==> src/hw/rv_core_pkg.sv <==
package rv_core_pkg;

  // Datapath widths
  localparam int XLEN = 64;

  typedef logic [XLEN-1:0] xlen_t;
  typedef logic [4:0]      reg_idx_t;

  localparam xlen_t RESET_PC = 64'h0000_0000_8000_0000;

  // Major opcodes handled by decode
  localparam logic [6:0] OPC_OP     = 7'b011_0011;
  localparam logic [6:0] OPC_OP_IMM = 7'b001_0011;
  localparam logic [6:0] OPC_BRANCH = 7'b110_0011;
  localparam logic [6:0] OPC_JAL    = 7'b110_1111;
  localparam logic [6:0] OPC_JALR   = 7'b110_0111;
  localparam logic [6:0] OPC_LUI    = 7'b011_0111;
  localparam logic [6:0] OPC_AUIPC  = 7'b001_0111;
  localparam logic [6:0] OPC_SYSTEM = 7'b111_0011;

  // Class codes in the low field of the execute-info word
  localparam logic [2:0] EXU_CLASS_ALU = 3'b001;
  localparam logic [2:0] EXU_CLASS_BJP = 3'b010;

  localparam int ALU_OP_W = 12;
  localparam int BJP_OP_W = 8;

  // One-hot positions in the alu view flag field
  localparam int EXU_ALU_ADD    = 0;
  localparam int EXU_ALU_SUB    = 1;
  localparam int EXU_ALU_SLL    = 2;
  localparam int EXU_ALU_SLT    = 3;
  localparam int EXU_ALU_SLTU   = 4;
  localparam int EXU_ALU_XOR    = 5;
  localparam int EXU_ALU_SRL    = 6;
  localparam int EXU_ALU_SRA    = 7;
  localparam int EXU_ALU_OR     = 8;
  localparam int EXU_ALU_AND    = 9;
  localparam int EXU_ALU_LUI    = 10;
  localparam int EXU_ALU_EBREAK = 11;

  // One-hot positions in the bjp view flag field
  localparam int EXU_BJP_JAL  = 0;
  localparam int EXU_BJP_JALR = 1;
  localparam int EXU_BJP_BEQ  = 2;
  localparam int EXU_BJP_BNE  = 3;
  localparam int EXU_BJP_BLT  = 4;
  localparam int EXU_BJP_BGE  = 5;
  localparam int EXU_BJP_BLTU = 6;
  localparam int EXU_BJP_BGEU = 7;

  // 15-bit execute-info word, read through the view named by its class field
  typedef union packed {
    struct packed {
      logic [ALU_OP_W-1:0] op;
      logic [2:0]          cls;
    } alu;
    struct packed {
      logic [3:0]          pad;
      logic [BJP_OP_W-1:0] op;
      logic [2:0]          cls;
    } bjp;
  } exu_info_t;

endpackage

==> src/hw/rv_result.sv <==
`timescale 1ns/1ps

module rv_result (
  input  logic                  clk_i,
  input  logic                  reset_i,
  input  logic                  inst_valid_i,
  input  logic                  rd_wr_en_i,
  input  rv_core_pkg::reg_idx_t rd_idx_i,
  input  rv_core_pkg::xlen_t    alu_result_i,
  input  rv_core_pkg::xlen_t    jump_target_i,
  input  logic                  branch_taken_i,
  input  logic                  is_ebreak_i,
  input  logic                  invalid_i,
  output rv_core_pkg::xlen_t    pc_o,
  output logic                  wr_en_o,
  output rv_core_pkg::reg_idx_t wr_idx_o,
  output rv_core_pkg::xlen_t    wr_data_o,
  output logic                  wb_valid_o,
  output rv_core_pkg::reg_idx_t wb_idx_o,
  output rv_core_pkg::xlen_t    wb_data_o,
  output logic                  invalid_o,
  output logic                  halt_o
);

  logic               commit;
  rv_core_pkg::xlen_t next_pc;

  // Nothing commits once halted
  assign commit    = inst_valid_i & ~halt_o;
  assign wr_en_o   = commit & rd_wr_en_i;
  assign wr_idx_o  = rd_idx_i;
  assign wr_data_o = alu_result_i;

  assign next_pc = branch_taken_i ? jump_target_i : pc_o + rv_core_pkg::xlen_t'(4);

  always_ff @(posedge clk_i) begin
    if (reset_i) begin
      pc_o       <= rv_core_pkg::RESET_PC;
      wb_valid_o <= 1'b0;
      invalid_o  <= 1'b0;
      halt_o     <= 1'b0;
    end else begin
      wb_valid_o <= wr_en_o;
      invalid_o  <= commit & invalid_i;
      // Invalid words hold the pc
      if (commit && !invalid_i) begin
        pc_o <= next_pc;
      end
      if (commit && is_ebreak_i) begin
        halt_o <= 1'b1;
      end
    end
  end

  // Write-back report payload
  always_ff @(posedge clk_i) begin
    if (wr_en_o) begin
      wb_idx_o  <= rd_idx_i;
      wb_data_o <= alu_result_i;
    end
  end

endmodule

==> config.mk <==
export PLATFORM = sky130hd
export DESIGN_NAME = rv_result
export DESIGN_NICKNAME = d
export VERILOG_FILES = /design/src/hw/rv_core_pkg.sv /design/src/hw/rv_result.sv
export SDC_FILE = /design/constraint.sdc
export NUM_CORES = 1
export LEC_CHECK = 0
export BUFFER_PORTS_ARGS = -buffer_cell sky130_fd_sc_hd__buf_4
export CAP_MARGIN = 20
export CORE_ASPECT_RATIO = 0.8
export CORE_UTILIZATION = 30
export DETAILED_ROUTE_END_ITERATION = 8
export GPL_TIMING_DRIVEN = 0
export SYNTH_ARGS = -nofsm -noshare
export SYNTH_HDL_FRONTEND = slang
export SYNTH_SLANG_ARGS = --single-unit
==> constraint.sdc <==
create_clock -name clk_i -period 5 [get_ports clk_i]
set_input_delay 0.25 -clock clk_i [delete_from_list [all_inputs] [get_ports clk_i]]
set_output_delay 0.25 -clock clk_i [all_outputs]
set_load 0.01 [all_outputs]
Word-level counts from Yosys, hierarchy flattened

Cells that the tools add are included.

Register bits: 136
Word-level logic and storage cells: 15

Add/subtract/negate cells: 1
Mux-type cells: 1
Bitwise operators: 4
Reductions and logical operators: 3

Operator list:

| operator                                                        | number |
|---|---|
| 64-bit by 3-bit adder with 64-bit output, second input constant | 1 |
| 64-bit 2-to-1 mux                                               | 1 |
| 1-bit AND                                                       | 3 |
| 1-bit logical AND                                               | 2 |
| 1-bit zero test                                                 | 1 |
| 1-bit inverter                                                  | 1 |

Depth between registers and ports, before layout

Depth in word-level cells: 3
Mapped depth: 8
Depth with buffers taken out: 7

Worst setup path after synthesis

Ideal clock, no wire load.

Path type: reg2reg
Start: register halt_o
End: register wb_data_o[0], enable pin
Library setup time: 0.439 ns
Data arrival time: 2.187 ns
Setup slack: 2.374 ns
Stages on the path, launching flop included: 2
Buffers on the path: 0
Period minus slack after synthesis: 2.626 ns
Cell sequence: dfxtp_1 -> and3b_1

Cells in the longest elaborated chain, start to end: 3

Ends and longest elaborated chain:

| element                | RTL line        | RTL |
|---|---|---|
| start, declared        | rv_result.sv:22 | `output logic halt_o` |
| start signal, assigned | rv_result.sv:41 | `halt_o <= 1'b0;` |
| start signal, assigned | rv_result.sv:50 | `halt_o <= 1'b1;` |
| 1-bit inverter         | rv_result.sv:29 | `assign commit = inst_valid_i & ~halt_o;` |
| 1-bit AND              | rv_result.sv:29 |  |
| 1-bit AND              | rv_result.sv:30 | `assign wr_en_o = commit & rd_wr_en_i;` |
| via wr_en_o            | rv_result.sv:15 | `output logic wr_en_o,` |
| end signal, assigned   | rv_result.sv:59 | `wb_data_o <= alu_result_i;` |
| end, declared          | rv_result.sv:20 | `output rv_core_pkg::xlen_t wb_data_o,` |

The timed path passes the listed nets, and every way through them passes these cells.
A chain may end at the register's enable or synchronous reset.

Worst setup path in the final report

Start: register pc_o[6]
End: register pc_o[45]

Cells in the longest elaborated chain, start to end: 2

Ends and longest elaborated chain:

| element                                  | RTL line        | RTL |
|---|---|---|
| start, declared                          | rv_result.sv:14 | `output rv_core_pkg::xlen_t pc_o,` |
| start signal, assigned                   | rv_result.sv:38 | `pc_o <= rv_core_pkg::RESET_PC;` |
| start signal, assigned                   | rv_result.sv:47 | `pc_o <= next_pc;` |
| 64-bit by 3-bit adder with 64-bit output | rv_result.sv:34 | `assign next_pc = branch_taken_i ? jump_target_i : pc_o + rv_core_pkg::xlen_t'(4);` |
| 64-bit 2-to-1 mux                        | rv_result.sv:34 |  |

No other way between the ends.

==> impl_metrics.toml <==
[layout]
synthToLayoutAreaGrowth_pct = 56.5
fin_nets = 1298
n_fill_cell = 2170
layout-drive-gt1-share = 0.406

[timing]
fin_skew_ns = 0.00722
rsz0062_at_grt = "false"
worstMarginPinSlew_ns = 1.08
tns_ns = 0
fin_crit_ns = 2.83
finalCritPeriodShare = 0.566
hold_ws_ns = 0.0160
finalMaxSlewViolations = 0
hold_viol = 0
max_freq_ghz = 0.354
slew_headroom = 0.272
setup_viol = 0

[clock_tree]
cts_buffers = 17
cts_tree = "yes"
clock_latency_ns = 0.43
clkSinkCount = 136
post_cts_resized = 0
path_clk_slew_ns = 0.07
clockBufferDepth = 2
cts.htree.levels = 4
cts-root-buf = "clkbuf_16"

[route]
drtIter0Drc = 846
ant_nets = 0
route.vias.total = 7904
drc = 0
drtPass1Iterations = 8
vias_per_cell = 5.35
drt-total-wl_um = 32900
wl_per_cell_um = 22.3

[yosys]
synth_fa_ha_area_frac = 0.00177
synth_compound_area_frac = 0.165
yosysUniqueCellTypes = 68
netlist_area_mm2 = 0.00705
yosys_register_bits = 136
synth_largest_area_cell = "edfxtp_1"
synth-simple-area-share = 0.237
synth_edf_count = 69
synth_commonest_cells = "72 x nand2_1, 71 x buf_4, 69 x edfxtp_1"
yosysWarningCount = 0
synth_top_family_by_area = "simple AND/OR/NAND/NOR gates"
synth-xor-area-share = 0
async_flop_share = 0
synth_most_common_cell = "nand2_1"
avgSynthCellArea_um2 = 9.37
synthCells = 753
synth.area.top_cells = "edfxtp_1 29%, dfxtp_1 19%, buf_4 7.6%"
synth_top_flop_cell = "edfxtp_1"
synth_top_area_frac = 0.294
ys_seq_area_frac = 0.484
synth_mux_area_frac = 0.00852
syn-num-nets = 894

[power_and_ir_drop]
peakVddDrop_v = 0.000197
p_leak_nw = 4.54
power.density_mw_per_mm2 = 279

[worst_setup_path]
worstSetupPathType = "reg -> reg"
rrSetupSlack_ns = 2.17
crit_arrival_ns = 3.18
critPathRequiredTime_ns = 5.35
worstPathMaxFanout = 8
start_kind = "register"
worst_setup_path_end_kind = "register"

[floorplanning]
io_pins = 346
initial_core_util = 0.310
coreArea_mm2 = 0.0227
fp.dieH_um = 139
die_x_um = 173
rows = 49
die_area_mm2 = 0.0241

[min_path]
hp-class = "in -> reg"

[grt]
grt-ovfl-total = 0
antenna_found_initial = 2
gr-max-usage-layer = "met2"
grt_pass1_vias = 7501
grtUsageMet1 = 0.331
grt_usage = 0.265
grt_max_degree = 50
grt_use_met2 = 0.434
grt_pass1_wl_um = 47800
met3_usage = 0.0694

[run_status]
status = "finished, final reports clean"

[place]
port-buffer-count = 345
dp_hpwl_um = 24200
gp_congestion = 0.963

[run]
cap_violations = 0
## metal layers
metal	part of all wire	vias to the layer above
met2	0.47	537
li1	-	3593
met4	0.032	2
met5	0.00039	-
met1	0.39	3711
met3	0.11	61
## where the power goes
group / leakage [nW] / internal (W) / switching, W / total (W)
clock: 0.283 / 0.000709 / 0.000577 / 0.00129
combinational: 3.07 / 0.000265 / 0.000252 / 0.000517
sequential: 1.19 / 0.00123 / 0.0000498 / 0.00128
## layout make-up
type	instances	area [µm²]	area share
inverters	8	30.0	0.00272
repair buffers	385	3010	0.273
flip-flops and latches	136	3410	0.309
plain buffers	112	699	0.0634
clock buffers	17	425	0.0385
clock inverters	15	160	0.0145
well taps	306	383	0.0347
multi-input cells	497	2910	0.264
diodes	1	2.50	0.000227
## timing repair
| item | CTS | global route |
|---|---|---|
| hold buffers | 33 | 6 |
| endpoints found under the setup margin | 0 | 0 |
| hold endpoints to repair | 33 | 6 |
| buffers inserted | 0 | 0 |
## placed cells by master, fill, tap and decap left out, drive strengths merged, types with 3 or more instances in the layout
| master | netlist | routed |
|---|---|---|
| buf | 81 | 427 |
| nand2 | 72 | 72 |
| edfxtp | 69 | 69 |
| dfxtp | 67 | 67 |
| a21oi | 51 | 51 |
| clkbuf | 31 | 48 |
| nor2 | 47 | 47 |
| nand3 | 46 | 46 |
| o21ai | 44 | 44 |
| dlygate4sd3 | 0 | 39 |
| nand4 | 30 | 30 |
| and3 | 27 | 27 |
| a31oi | 20 | 20 |
| nor3 | 20 | 20 |
| inv | 8 | 16 |
| and2 | 12 | 12 |
| nor4 | 11 | 11 |
| or4 | 11 | 11 |
| and4 | 10 | 10 |
| a211oi | 9 | 9 |
| o31ai | 8 | 8 |
| a22oi | 7 | 7 |
| a32o | 7 | 7 |
| or3 | 6 | 6 |
| mux2i | 6 | 6 |
| o211ai | 5 | 5 |
| nor2b | 4 | 4 |
| a22o | 4 | 4 |
| a41oi | 4 | 4 |
| clkinv | 0 | 4 |
| o21a | 3 | 3 |
| o41ai | 3 | 3 |
| nand2b | 3 | 3 |
## path summary, 6_finish.rpt
kind	start	end	cells after the start
setup reg to reg	pc_o[6]$_SDFFE_PP0P_	pc_o[45]$_SDFFE_PP0P_	6
hold reg to reg	pc_o[0]$_SDFFE_PP0P_	pc_o[0]$_SDFFE_PP0P_	2
setup / recovery	pc_o[6]$_SDFFE_PP0P_	pc_o[45]$_SDFFE_PP0P_	6
hold / removal	alu_result_i[11]	wb_data_o[11]$_DFFE_PP_	1
## cells by family after synthesis
| logic type | Yosys count |
|---|---|
| buf+inv | 120 |
| simple gates | 308 |
| flops | 136 |
| mux | 6 |
| fa+ha+maj | 1 |
| compound gates | 182 |
## worst max-delay path: stages, from the launching register on
cell and delay [ns]:
dfxtp_1 0.51, and4_2 0.33, nand4_1 0.21, nor4_1 0.88, nand4_1 0.27, or4_1 0.45, o211ai_1 0.09
## state kept, by name (all words and copies together), names as in the netlist
name        cells
halt_o          1
invalid_o       1
pc_o           64
wb_data_o      64
wb_idx_o        5
wb_valid_o      1
## stage by stage
stage | cells | worst slack, ns | area [µm²] | util | power, W
after detailed placement | 1405 | 2.23 | 10100 | 0.442 | 0.00178
after global routing | 1477 | 2.03 | 11000 | 0.485 | 0.00318
after floorplan | 753 | 2.37 | 7050 | - | 0.00148
final | 1477 | 2.17 | 11000 | 0.485 | 0.00308
after CTS | 1470 | 2.22 | 11000 | 0.482 | 0.00309
after global placement | 1404 | 1.49 | 10000 | 0.441 | 0.00178
Note: power is estimated with default switching activity, not from simulation.
