==> src/hw/rv_core_pkg.sv <==
package rv_core_pkg;

  // Datapath widths
  localparam int XLEN = 64;

  typedef logic [XLEN-1:0] xlen_t;
  typedef logic [4:0]      reg_idx_t;

  localparam xlen_t RESET_PC = 64'h0000_0000_8000_0000;

  // Major opcodes handled by decode
  localparam logic [6:0] OPC_OP     = 7'b011_0011;
  localparam logic [6:0] OPC_OP_IMM = 7'b001_0011;
  localparam logic [6:0] OPC_BRANCH = 7'b110_0011;
  localparam logic [6:0] OPC_JAL    = 7'b110_1111;
  localparam logic [6:0] OPC_JALR   = 7'b110_0111;
  localparam logic [6:0] OPC_LUI    = 7'b011_0111;
  localparam logic [6:0] OPC_AUIPC  = 7'b001_0111;
  localparam logic [6:0] OPC_SYSTEM = 7'b111_0011;

  // Class codes in the low field of the execute-info word
  localparam logic [2:0] EXU_CLASS_ALU = 3'b001;
  localparam logic [2:0] EXU_CLASS_BJP = 3'b010;

  localparam int ALU_OP_W = 12;
  localparam int BJP_OP_W = 8;

  // One-hot positions in the alu view flag field
  localparam int EXU_ALU_ADD    = 0;
  localparam int EXU_ALU_SUB    = 1;
  localparam int EXU_ALU_SLL    = 2;
  localparam int EXU_ALU_SLT    = 3;
  localparam int EXU_ALU_SLTU   = 4;
  localparam int EXU_ALU_XOR    = 5;
  localparam int EXU_ALU_SRL    = 6;
  localparam int EXU_ALU_SRA    = 7;
  localparam int EXU_ALU_OR     = 8;
  localparam int EXU_ALU_AND    = 9;
  localparam int EXU_ALU_LUI    = 10;
  localparam int EXU_ALU_EBREAK = 11;

  // One-hot positions in the bjp view flag field
  localparam int EXU_BJP_JAL  = 0;
  localparam int EXU_BJP_JALR = 1;
  localparam int EXU_BJP_BEQ  = 2;
  localparam int EXU_BJP_BNE  = 3;
  localparam int EXU_BJP_BLT  = 4;
  localparam int EXU_BJP_BGE  = 5;
  localparam int EXU_BJP_BLTU = 6;
  localparam int EXU_BJP_BGEU = 7;

  // 15-bit execute-info word, read through the view named by its class field
  typedef union packed {
    struct packed {
      logic [ALU_OP_W-1:0] op;
      logic [2:0]          cls;
    } alu;
    struct packed {
      logic [3:0]          pad;
      logic [BJP_OP_W-1:0] op;
      logic [2:0]          cls;
    } bjp;
  } exu_info_t;

endpackage

==> src/hw/rv_decode.sv <==
`timescale 1ns/1ps

module rv_decode (
  input  logic [31:0]           inst_i,
  input  rv_core_pkg::xlen_t    pc_i,
  input  rv_core_pkg::xlen_t    rs1_data_i,
  input  rv_core_pkg::xlen_t    rs2_data_i,
  output rv_core_pkg::reg_idx_t rs1_idx_o,
  output rv_core_pkg::reg_idx_t rs2_idx_o,
  output rv_core_pkg::reg_idx_t rd_idx_o,
  output logic                  rd_wr_en_o,
  output rv_core_pkg::xlen_t    op1_o,
  output rv_core_pkg::xlen_t    op2_o,
  output rv_core_pkg::xlen_t    op1_jp_o,
  output rv_core_pkg::xlen_t    op2_jp_o,
  output rv_core_pkg::exu_info_t exu_info_o,
  output logic                  invalid_o
);

  logic [6:0] opcode;
  logic [6:0] funct7;
  logic [7:0] f3_hot;
  logic       is_op, is_op_imm, is_branch, is_jal, is_jalr, is_lui, is_auipc, is_system;
  logic       f7_zero, f7_alt, shamt_zero, shamt_alt;
  logic       do_add, do_sub, do_sll, do_slt, do_sltu, do_xor;
  logic       do_srl, do_sra, do_or, do_and, do_ebreak;
  logic       do_jal, do_jalr, do_beq, do_bne, do_blt, do_bge, do_bltu, do_bgeu;
  logic       alu_op, bjp_op;
  rv_core_pkg::xlen_t imm_i, imm_b, imm_u, imm_j, imm;

  assign opcode    = inst_i[6:0];
  assign funct7    = inst_i[31:25];
  assign f3_hot    = 8'b1 << inst_i[14:12];
  assign rd_idx_o  = inst_i[11:7];
  assign rs1_idx_o = inst_i[19:15];
  assign rs2_idx_o = inst_i[24:20];

  // Opcode classes
  assign is_op     = opcode == rv_core_pkg::OPC_OP;
  assign is_op_imm = opcode == rv_core_pkg::OPC_OP_IMM;
  assign is_branch = opcode == rv_core_pkg::OPC_BRANCH;
  assign is_jal    = opcode == rv_core_pkg::OPC_JAL;
  assign is_jalr   = opcode == rv_core_pkg::OPC_JALR;
  assign is_lui    = opcode == rv_core_pkg::OPC_LUI;
  assign is_auipc  = opcode == rv_core_pkg::OPC_AUIPC;
  assign is_system = opcode == rv_core_pkg::OPC_SYSTEM;

  assign f7_zero = funct7 == 7'h00;
  assign f7_alt  = funct7 == 7'h20;
  // RV64 shift immediates carry a 6-bit shamt
  assign shamt_zero = inst_i[31:26] == 6'h00;
  assign shamt_alt  = inst_i[31:26] == 6'h10;

  // ALU class instructions
  assign do_add  = (is_op & f3_hot[0] & f7_zero) | (is_op_imm & f3_hot[0]) | is_auipc;
  assign do_sub  = is_op & f3_hot[0] & f7_alt;
  assign do_sll  = (is_op & f3_hot[1] & f7_zero) | (is_op_imm & f3_hot[1] & shamt_zero);
  assign do_slt  = (is_op & f3_hot[2] & f7_zero) | (is_op_imm & f3_hot[2]);
  assign do_sltu = (is_op & f3_hot[3] & f7_zero) | (is_op_imm & f3_hot[3]);
  assign do_xor  = (is_op & f3_hot[4] & f7_zero) | (is_op_imm & f3_hot[4]);
  assign do_srl  = (is_op & f3_hot[5] & f7_zero) | (is_op_imm & f3_hot[5] & shamt_zero);
  assign do_sra  = (is_op & f3_hot[5] & f7_alt) | (is_op_imm & f3_hot[5] & shamt_alt);
  assign do_or   = (is_op & f3_hot[6] & f7_zero) | (is_op_imm & f3_hot[6]);
  assign do_and  = (is_op & f3_hot[7] & f7_zero) | (is_op_imm & f3_hot[7]);
  assign do_ebreak = is_system & f3_hot[0] & (inst_i[31:20] == 12'h001) &
                     (rs1_idx_o == '0) & (rd_idx_o == '0);

  // Branch and jump class instructions
  assign do_jal  = is_jal;
  assign do_jalr = is_jalr & f3_hot[0];
  assign do_beq  = is_branch & f3_hot[0];
  assign do_bne  = is_branch & f3_hot[1];
  assign do_blt  = is_branch & f3_hot[4];
  assign do_bge  = is_branch & f3_hot[5];
  assign do_bltu = is_branch & f3_hot[6];
  assign do_bgeu = is_branch & f3_hot[7];

  assign alu_op = do_add | do_sub | do_sll | do_slt | do_sltu | do_xor | do_srl |
                  do_sra | do_or | do_and | is_lui | do_ebreak;
  assign bjp_op = do_jal | do_jalr | do_beq | do_bne | do_blt | do_bge | do_bltu | do_bgeu;

  // Loads, stores and anything unrecognised fall through here
  assign invalid_o  = ~(alu_op | bjp_op);
  assign rd_wr_en_o = ((alu_op & ~do_ebreak) | do_jal | do_jalr) & (rd_idx_o != '0);

  // Immediates, U-type already at its architectural position
  assign imm_i = {{52{inst_i[31]}}, inst_i[31:20]};
  assign imm_b = {{52{inst_i[31]}}, inst_i[7], inst_i[30:25], inst_i[11:8], 1'b0};
  assign imm_u = {{32{inst_i[31]}}, inst_i[31:12], 12'b0};
  assign imm_j = {{44{inst_i[31]}}, inst_i[19:12], inst_i[20], inst_i[30:21], 1'b0};

  always_comb begin
    imm = '0;
    if (is_op_imm | do_jalr) begin
      imm = imm_i;
    end else if (is_branch) begin
      imm = imm_b;
    end else if (do_jal) begin
      imm = imm_j;
    end else if (is_lui | is_auipc) begin
      imm = imm_u;
    end
  end

  // Operand selection
  assign op1_o = (is_auipc | do_jal | do_jalr)     ? pc_i :
                 (is_op | is_op_imm | is_branch)   ? rs1_data_i : '0;
  assign op2_o = (do_jal | do_jalr)                ? rv_core_pkg::xlen_t'(4) :
                 (is_op | is_branch)               ? rs2_data_i :
                 (is_op_imm | is_lui | is_auipc)   ? imm : '0;
  assign op1_jp_o = do_jalr                        ? rs1_data_i :
                    (is_branch | do_jal)           ? pc_i : '0;
  assign op2_jp_o = (is_branch | do_jal | do_jalr) ? imm : '0;

  // Info word, filled through the view that matches its class
  always_comb begin
    exu_info_o = '0;
    if (alu_op) begin
      exu_info_o.alu.cls = rv_core_pkg::EXU_CLASS_ALU;
      exu_info_o.alu.op  = {do_ebreak, is_lui, do_and, do_or, do_sra, do_srl,
                            do_xor, do_sltu, do_slt, do_sll, do_sub, do_add};
    end else if (bjp_op) begin
      exu_info_o.bjp.cls = rv_core_pkg::EXU_CLASS_BJP;
      exu_info_o.bjp.op  = {do_bgeu, do_bltu, do_bge, do_blt,
                            do_bne, do_beq, do_jalr, do_jal};
      exu_info_o.bjp.pad = 4'b0;
    end
  end

endmodule

==> config.mk <==
export PLATFORM = sky130hd
export DESIGN_NAME = rv_decode
export DESIGN_NICKNAME = d
export VERILOG_FILES = /design/src/hw/rv_core_pkg.sv /design/src/hw/rv_decode.sv
export SDC_FILE = /design/constraint.sdc
export NUM_CORES = 1
export LEC_CHECK = 0
export BUFFER_PORTS_ARGS = -buffer_cell sky130_fd_sc_hd__buf_2
export CAP_MARGIN = 20
export CORE_AREA = 2 2 199 201
export DETAILED_ROUTE_END_ITERATION = 7
export DIE_AREA = 0 0 201 203
export MAX_ROUTING_LAYER = met4
export PLACE_DENSITY = 0.41
export SLEW_MARGIN = 30
export SYNTH_ARGS = -nofsm -noshare
export SYNTH_HDL_FRONTEND = slang
export SYNTH_SLANG_ARGS = --single-unit
export TNS_END_PERCENT = 20
==> constraint.sdc <==
create_clock -name vclk -period 16.05
set_clock_uncertainty 0.05 [all_clocks]
set_input_delay 3.21 -clock vclk [all_inputs]
set_output_delay 3.21 -clock vclk [all_outputs]
set_load 0.1 [all_outputs]
Word-level counts from Yosys, hierarchy flattened
Index checks and enable logic that the tools add are counted.
W data, S select, Z words.
{"block": "totals", "word_cells": 117, "regBits": 0, "out_inout_bits": 288, "inputBits": 224}
{"block": "op_classes", "n_mux": 14, "eq_ne": 11, "reduce_logical": 5, "bitwise_logic": 86, "n_shift": 1}
{"op": "$mux W64", "count": 12}
{"op": "$and A1 B1 Y1", "count": 42}
{"op": "$or A1 B1 Y1", "count": 42}
{"op": "$eq A7 B7 Y1 const B", "count": 4}
{"op": "$eq A7 B6 Y1 const B", "count": 3}
{"op": "$mux W15", "count": 1}
{"op": "$eq A7 B5 Y1 const B", "count": 2}
{"op": "$eq A12 B1 Y1 const B", "count": 1}
{"op": "$mux W11", "count": 1}
{"op": "$logic_not A5 Y1", "count": 2}
{"op": "$shl A1 B3 Y8 const A", "count": 1}
{"op": "$logic_not A7 Y1", "count": 1}
{"op": "$eq A6 B5 Y1 const B", "count": 1}
{"op": "$logic_not A6 Y1", "count": 1}
{"op": "$reduce_bool A5 Y1", "count": 1}
{"op": "$not A1 Y1", "count": 2}

Longest topological paths before layout
Gate-level depths: netlist (run 1).
{"block": "logic_depth", "ltp_word": 20, "depth_mapped": 9, "ltp_nobuf": 5}

Worst setup path before layout (run 1)
Ideal clock, no wire load.
{"block": "synth_timing", "kind": "input to output", "startpoint": "input port inst_i[13]", "endpoint": "output port op2_jp_o[32]", "n_path_buf": 4, "slack_ns": 3.951, "arrival_ns": 8.839, "stages": 7, "required_ns": 12.790, "cell_sequence": "buf_2 > or3_1 > clkbuf_1 > a2111o_1 > clkbuf_1 > nor3_1 > buf_4"}
{"block": "synth_via", "elab_chain_len": 5, "word_cells_on_any_way": 6, "cone_classes": "shift (1); mux (2); bitwise (3)"}
{"item": "start: declaration", "line": "rv_decode.sv:4", "rtl": "input logic [31:0] inst_i,"}
{"item": "$shl A1 B3 Y8 *", "line": "rv_decode.sv:33", "rtl": "assign f3_hot = 8'b1 << inst_i[14:12];"}
{"item": "$and A1 B1 Y1 *", "line": "rv_decode.sv:70", "rtl": "assign do_jalr = is_jalr & f3_hot[0];"}
{"item": "$or A1 B1 Y1", "line": "rv_decode.sv:94", "rtl": "if (is_op_imm | do_jalr) begin"}
{"item": "$mux W64", "line": "rv_decode.sv:94"}
{"item": "$mux W64 *", "line": "rv_decode.sv:113", "rtl": "assign op2_jp_o = (is_branch | do_jal | do_jalr) ? imm : '0;"}
{"item": "end: declaration", "line": "rv_decode.sv:15", "rtl": "output rv_core_pkg::xlen_t op2_jp_o,"}
Mark *: on every way between the ends. The rest lies on a longest branch, timed or not.

Worst setup path after layout (run 1)
{"block": "layout_timing", "startpoint": "input port inst_i[3]", "endpoint": "output port op2_jp_o[35]"}
{"block": "layout_via", "elab_chain_len": 7, "word_cells_on_any_way": 16, "cone_classes": "eq/ne (6); mux (5); bitwise (5)"}
{"item": "$eq A7 B6 Y1 / $eq A7 B5 Y1 (equally long branches)", "line": "rv_decode.sv:44, rv_decode.sv:45"}
{"item": "$or A1 B1 Y1", "line": "rv_decode.sv:100", "rtl": "end else if (is_lui | is_auipc) begin"}
{"item": "$mux W64", "line": "rv_decode.sv:100"}
{"item": "$mux W64", "line": "rv_decode.sv:98", "rtl": "end else if (do_jal) begin"}
{"item": "$mux W64", "line": "rv_decode.sv:96", "rtl": "end else if (is_branch) begin"}
{"item": "$mux W64", "line": "rv_decode.sv:94"}
{"item": "$mux W64 *", "line": "rv_decode.sv:113"}
Marks and branches as above.

==> out/summary.log, run 1 <==
INFO  final_layout   area.growth.synth_to_final=77.3%
INFO  synth          synth.yosys.warnings=0
INFO  timing         setup_viol=0
INFO  drt            drc=0
INFO  drt            postRouteAntennaNets=0
INFO  placed_design  detailed_place.area=0.00625mm^2
INFO  critical_path  worstPathRequired=12.79ns
INFO  timing         final_min_period_over_clock_period=59.7%
INFO  critical_path  crit_path_start_kind=input pin
INFO  final_layout   drive_gt1_share=52.1%
INFO  synth          mappedNetlistArea=0.00353mm^2
INFO  power_and_ir_drop pwr_density_cell=21.9mW/mm^2
INFO  placed_design  place.gp.congestion=0.888
INFO  power_and_ir_drop fin_total_pwr=0.137mW
INFO  cts            post-cts-setup-buffers=0
INFO  synth          synth-seq-area-share=0%
INFO  final_layout   mostFrequentLayoutCell=sky130_fd_sc_hd__buf_2
INFO  synth          post_synth_num_cell_types=52
INFO  die            floorplan.io_pins=512
INFO  timing         achievable-frequency=104MHz
INFO  timing         grt_setup_unrepaired=no
INFO  placed_design  numPortBuffers=511
INFO  die            dieWidth=201um
INFO  timing         setup_total_negative_slack=0ns
INFO  drt            routed_wl=25700um
INFO  drt            vias=6371
INFO  timing         post-route-min-period=9.57ns
INFO  power_and_ir_drop vdd_ir_drop_max=0.0187mV
INFO  drt            routed_wire_length_per_instance=16.4um
INFO  critical_path  crit_arrival=6.31ns
INFO  critical_path  crit_path_end_kind=primary output
INFO  drt            first_iter_violations=371
INFO  timing         timing.hold.ws=6.78ns
INFO  final_layout   final_nets=1270
INFO  final_layout   layout_common_cells=sky130_fd_sc_hd__buf_2 (511), sky130_fd_sc_hd__nand2_1 (165), sky130_fd_sc_hd__a21oi_1 (84)
INFO  placed_design  post_dp_hpwl=21000um
INFO  critical_path  path_max_fanout=27
INFO  timing         worst_slew_pin_slew=0.803ns
INFO  timing         max-slew-margin-rel=46.5%
INFO  die            fp.coreArea=0.0385mm^2
INFO  cts            post_cts_hold_buffer_count=0
INFO  grt            first_pass_grt_wire_length=37000um
INFO  drt            first_pass_iters=5
INFO  worst_hold_path hold_path_class=input pin to primary output
INFO  cts            cts_repair_resize_count=0
INFO  power_and_ir_drop static_power_due_to_leakage=3.59nW
INFO  timing         slew_viol_final=0
INFO  grt            grt_use_total=11.8%
INFO  die            y_dimension_of_the_die=203um
INFO  die            std_cell_rows=72
INFO  final_layout   layout_sequential_cell_count=0
INFO  final_layout   fin_area=0.00625mm^2
INFO  outcome        outcome=finished clean
INFO  synth          synth_fp_nets=854
INFO  synth          synthCells=630
INFO  grt            globalRouteOverflowTotal=0
INFO  timing         hold_viol_final=0
INFO  drt            viasPerCell=4.08
INFO  synth          avg_synthesized_cell_area=5.60um^2
INFO  grt            antenna_violations_before_repair=1
INFO  final_layout   layout.area.seq=0um^2
INFO  critical_path  worst-setup-path-type=input pin to primary output
INFO  die            die_area=0.0408mm^2
INFO  run            max_cap_viol_count=0
INFO  grt            grt_max_degree=66
INFO  die            initial_core_utilization=9.17%
INFO  final_layout   final.clkbuf_count=0
INFO  grt            first_global_vias=5918
[cell usage after synthesis, types with 6 or more instances]
library cell / n / area, um^2
sky130_fd_sc_hd__buf_4: 50 / 375
sky130_fd_sc_hd__nor2_1: 27 / 101
sky130_fd_sc_hd__a21oi_1: 85 / 425
sky130_fd_sc_hd__inv_1: 11 / 41.3
sky130_fd_sc_hd__o21a_1: 34 / 255
sky130_fd_sc_hd__clkbuf_1: 35 / 131
sky130_fd_sc_hd__o21ai_0: 36 / 180
sky130_fd_sc_hd__nor3_1: 19 / 95.1
sky130_fd_sc_hd__a22o_1: 76 / 666
sky130_fd_sc_hd__nand2_1: 167 / 627
sky130_fd_sc_hd__buf_2: 26 / 130
sky130_fd_sc_hd__nand3_1: 6 / 30.0
[through the flow]
step,util (%),setup slack (ns),cells
after floorplan,-,3.95,630
after global placement,16.2,6.44,1562
after detailed placement,16.2,6.41,1562
after CTS,16.2,6.41,1562
after global routing,16.3,6.21,1563
final,16.3,6.48,1563
[where the power goes]
group	internal, mW	switching [mW]	total (mW)
registers	0	0	0
logic	0.0336	0.103	0.137
clock network	0.00000000834	0	0.00000000835
[cell families after synthesis]
kind of cell,count (synthesis),synth area share [%]
AOI/OAI and AO/OA,253,48.7
and+or+nand+nor,251,31.3
buffers and inverters,123,19.3
xor gates and xnor gates,1,0.248
muxes,1,0.284
other,1,0.106
[worst paths after layout]
path | start | end | slack, ns | depth (start not counted)
setup / recovery | inst_i[3] | op2_jp_o[35] | 6.48 | 10
hold / removal | inst_i[9] | rd_idx_o[2] | 6.78 | 2
[layout make-up]
cell class | instances | area, um^2
fill | 4524 | 32200
multi-input combinational | 507 | 2890
inverter | 11 | 41.3
tap | 518 | 648
timing repair buffer | 526 | 2670
antenna | 1 | 2.50
[routing by layer]
metal  global-route usage (%)  share of wire [%]  vias to the layer above
met5                        -                  0                        -
met4                     2.25                1.9                        0
met3                     1.03                6.0                       32
met2                     22.0                 52                      360
met1                     13.6                 40                     2953
li1                         -                  -                     3026
[critical path: stages]
cell	delay, ns
sky130_fd_sc_hd__buf_2	0.20
sky130_fd_sc_hd__nand4bb_1	0.37
sky130_fd_sc_hd__nor3_1	0.25
sky130_fd_sc_hd__buf_4	0.24
sky130_fd_sc_hd__a41o_1	0.50
sky130_fd_sc_hd__nor2_1	0.08
sky130_fd_sc_hd__buf_4	0.21
sky130_fd_sc_hd__nor3_2	0.46
sky130_fd_sc_hd__buf_4	0.31
sky130_fd_sc_hd__buf_2	0.46
No activity file was read; power rests on OpenSTA's default activity.
==> inputs of run 2 (changes only) <==
==> constraint.sdc (replaced) <==
create_clock -name vclk -period 9.7
set_clock_uncertainty 0.05 [all_clocks]
set_input_delay 1.94 -clock vclk [all_inputs]
set_output_delay 1.94 -clock vclk [all_outputs]
set_load 0.1 [all_outputs]
==> run 2 against run 1 <==
Setup slack worse by 3.7 ns; flip-flop and latch count stayed put; first-iteration DRC count is 22% higher; via count is 0.50% higher; clock-buffer cell count stayed put; utilization stayed put; critical path type unchanged; critical endpoint is now op2_jp_o[63].
==> out/summary.log, run 2 (same netlist as run 1, synthesis figures left out) <==
INFO  timing         grt_setup_unrepaired=no [unchanged]
INFO  final_layout   layout_common_cells=sky130_fd_sc_hd__buf_2 (511), sky130_fd_sc_hd__nand2_1 (165), sky130_fd_sc_hd__a21oi_1 (84) [unchanged]
INFO  critical_path  worst_path_dominant_cell_family=buffers and inverters [unchanged]
INFO  power_and_ir_drop static_power_due_to_leakage=3.59nW [unchanged]
INFO  timing         max-slew-margin-rel=35.7% [was 46.5%]
INFO  critical_path  crit_path_end_kind=primary output [unchanged]
INFO  critical_path  path_cells=buf_2, nand4bb_1, nor3_1, buf_4, a41o_1, nor2_1, buf_4, nor3_2, buf_4, buf_2 [unchanged]
INFO  final_layout   layout.area.seq=0um^2 [unchanged]
INFO  power_and_ir_drop vdd_ir_drop_max=0.0235mV [was 0.0187 mV]
INFO  timing         achievable-frequency=145MHz
INFO  drt            drc=0 [unchanged]
INFO  grt            grt_max_degree=66 [unchanged]
INFO  drt            first_iter_violations=453 [was 371]
INFO  critical_path  worst-setup-path-type=input pin to primary output [unchanged]
INFO  timing         setup_viol=0 [unchanged]
INFO  timing         post-route-min-period=6.91ns
INFO  placed_design  post_dp_hpwl=20900um [was 21000 um]
INFO  worst_hold_path hold_path_class=input pin to primary output [unchanged]
INFO  grt            first_global_vias=5977 [was 5918]
INFO  timing         hold_viol_final=0 [unchanged]
INFO  cts            post-cts-setup-buffers=0 [unchanged]
INFO  critical_path  critical_path.n_buffers_inverters=5 [unchanged]
INFO  critical_path  crit_arrival=4.92ns [was 6.31 ns]
INFO  critical_path  crit_path_max_incr_delay=0.46ns [was 0.50 ns]
INFO  drt            first_pass_iters=5 [unchanged]
INFO  die            floorplan.io_pins=512 [unchanged]
INFO  critical_path  crit_path_start_kind=input pin [unchanged]
INFO  final_layout   utilization=16.3% [unchanged]
INFO  timing         worst_slew_pin_slew=0.963ns [was 0.803 ns]
INFO  drt            routed_wire_length_per_instance=16.4um [about the same]
INFO  run            max_cap_viol_count=0 [unchanged]
INFO  critical_path  path_max_fanout=27 [unchanged]
INFO  die            std_cell_rows=72 [unchanged]
INFO  drt            viasPerCell=4.10 [was 4.08]
INFO  die            die_area=0.0408mm^2 [unchanged]
INFO  placed_design  place.gp.congestion=0.880 [was 0.888]
INFO  die            y_dimension_of_the_die=203um [unchanged]
INFO  placed_design  numPortBuffers=511 [unchanged]
INFO  critical_path  cp_common_cell=sky130_fd_sc_hd__buf_4 [unchanged]
INFO  grt            grt_use_total=11.6% [was 11.8%]
INFO  critical_path  worst_path_max_delay_cell=sky130_fd_sc_hd__buf_2 [was sky130_fd_sc_hd__a41o_1]
INFO  final_layout   final.clkbuf_count=0 [unchanged]
INFO  die            fp.coreArea=0.0385mm^2 [unchanged]
INFO  final_layout   area.growth.synth_to_final=77.3% [unchanged]
INFO  critical_path  worstPathRequired=7.71ns [was 12.79 ns]
INFO  final_layout   mostFrequentLayoutCell=sky130_fd_sc_hd__buf_2 [unchanged]
INFO  power_and_ir_drop fin_total_pwr=0.226mW [was 0.137 mW]
INFO  grt            first_pass_grt_wire_length=36700um [was 37000 um]
INFO  timing         slew_viol_final=0 [unchanged]
INFO  drt            postRouteAntennaNets=0 [unchanged]
INFO  outcome        outcome=finished clean [unchanged]
INFO  cts            post_cts_hold_buffer_count=0 [unchanged]
INFO  final_layout   final_nets=1270 [unchanged]
INFO  die            dieWidth=201um [unchanged]
INFO  final_layout   layout_sequential_cell_count=0 [unchanged]
INFO  timing         final_min_period_over_clock_period=71.2%
INFO  cts            cts_repair_resize_count=0 [unchanged]
INFO  die            initial_core_utilization=9.17% [unchanged]
INFO  final_layout   drive_gt1_share=52.1% [unchanged]
INFO  power_and_ir_drop pwr_density_cell=36.2mW/mm^2 [was 21.9 mW/mm^2]
INFO  grt            globalRouteOverflowTotal=0 [unchanged]
INFO  drt            vias=6403 [was 6371]
INFO  grt            antenna_violations_before_repair=1 [unchanged]
INFO  timing         setup_total_negative_slack=0ns [unchanged]
INFO  drt            routed_wl=25700um [about the same]
## run 2: cell counts in the layout (fill, tap and decap cells not counted)
Identical to the previous run, type by type.
## run 2: report_power, final
part	leakage, nW	switching (mW)	total [mW]	internal (mW)
Sequential	0	0	0	0
Clock	0.00000634	0	0.0000000138	0.0000000138
Combinational	3.59	0.171	0.226	0.0556
## run 2: cell type report
type | count | area, um^2
timing repair buffer | 526 | 2670
multi-input combinational | 507 | 2890
fill | 4526 | 32200
tap | 518 | 648
antenna | 1 | 2.50
inverter | 11 | 41.3
## run 2: per-layer routing
metal | track usage [%] | part of all wire, %
met1 | 13.8 | 41
met2 | 21.6 | 51
met5 | - | 0
met4 | 2.06 | 1.8
met3 | 0.915 | 6.5
## run 2: path summary, 6_finish.rpt
check	from	end	slack (ns)	cells after the start
setup / recovery	inst_i[3]	op2_jp_o[63]	2.79	10
hold / removal	inst_i[18]	rs1_idx_o[3]	4.24	2
## run 2: metrics by stage
| step | area, um^2 | std cells | hold WS [ns] | setup WS [ns] |
|---|---|---|---|---|
| after floorplan | 3530 | 630 | 4.04 | 0.141 |
| after global placement | 6240 | 1562 | 4.24 | 2.81 |
| after detailed placement | 6250 | 1562 | 4.24 | 2.73 |
| after CTS | 6250 | 1562 | 4.24 | 2.73 |
| after global routing | 6250 | 1563 | 4.25 | 2.49 |
| final | 6250 | 1563 | 4.24 | 2.79 |
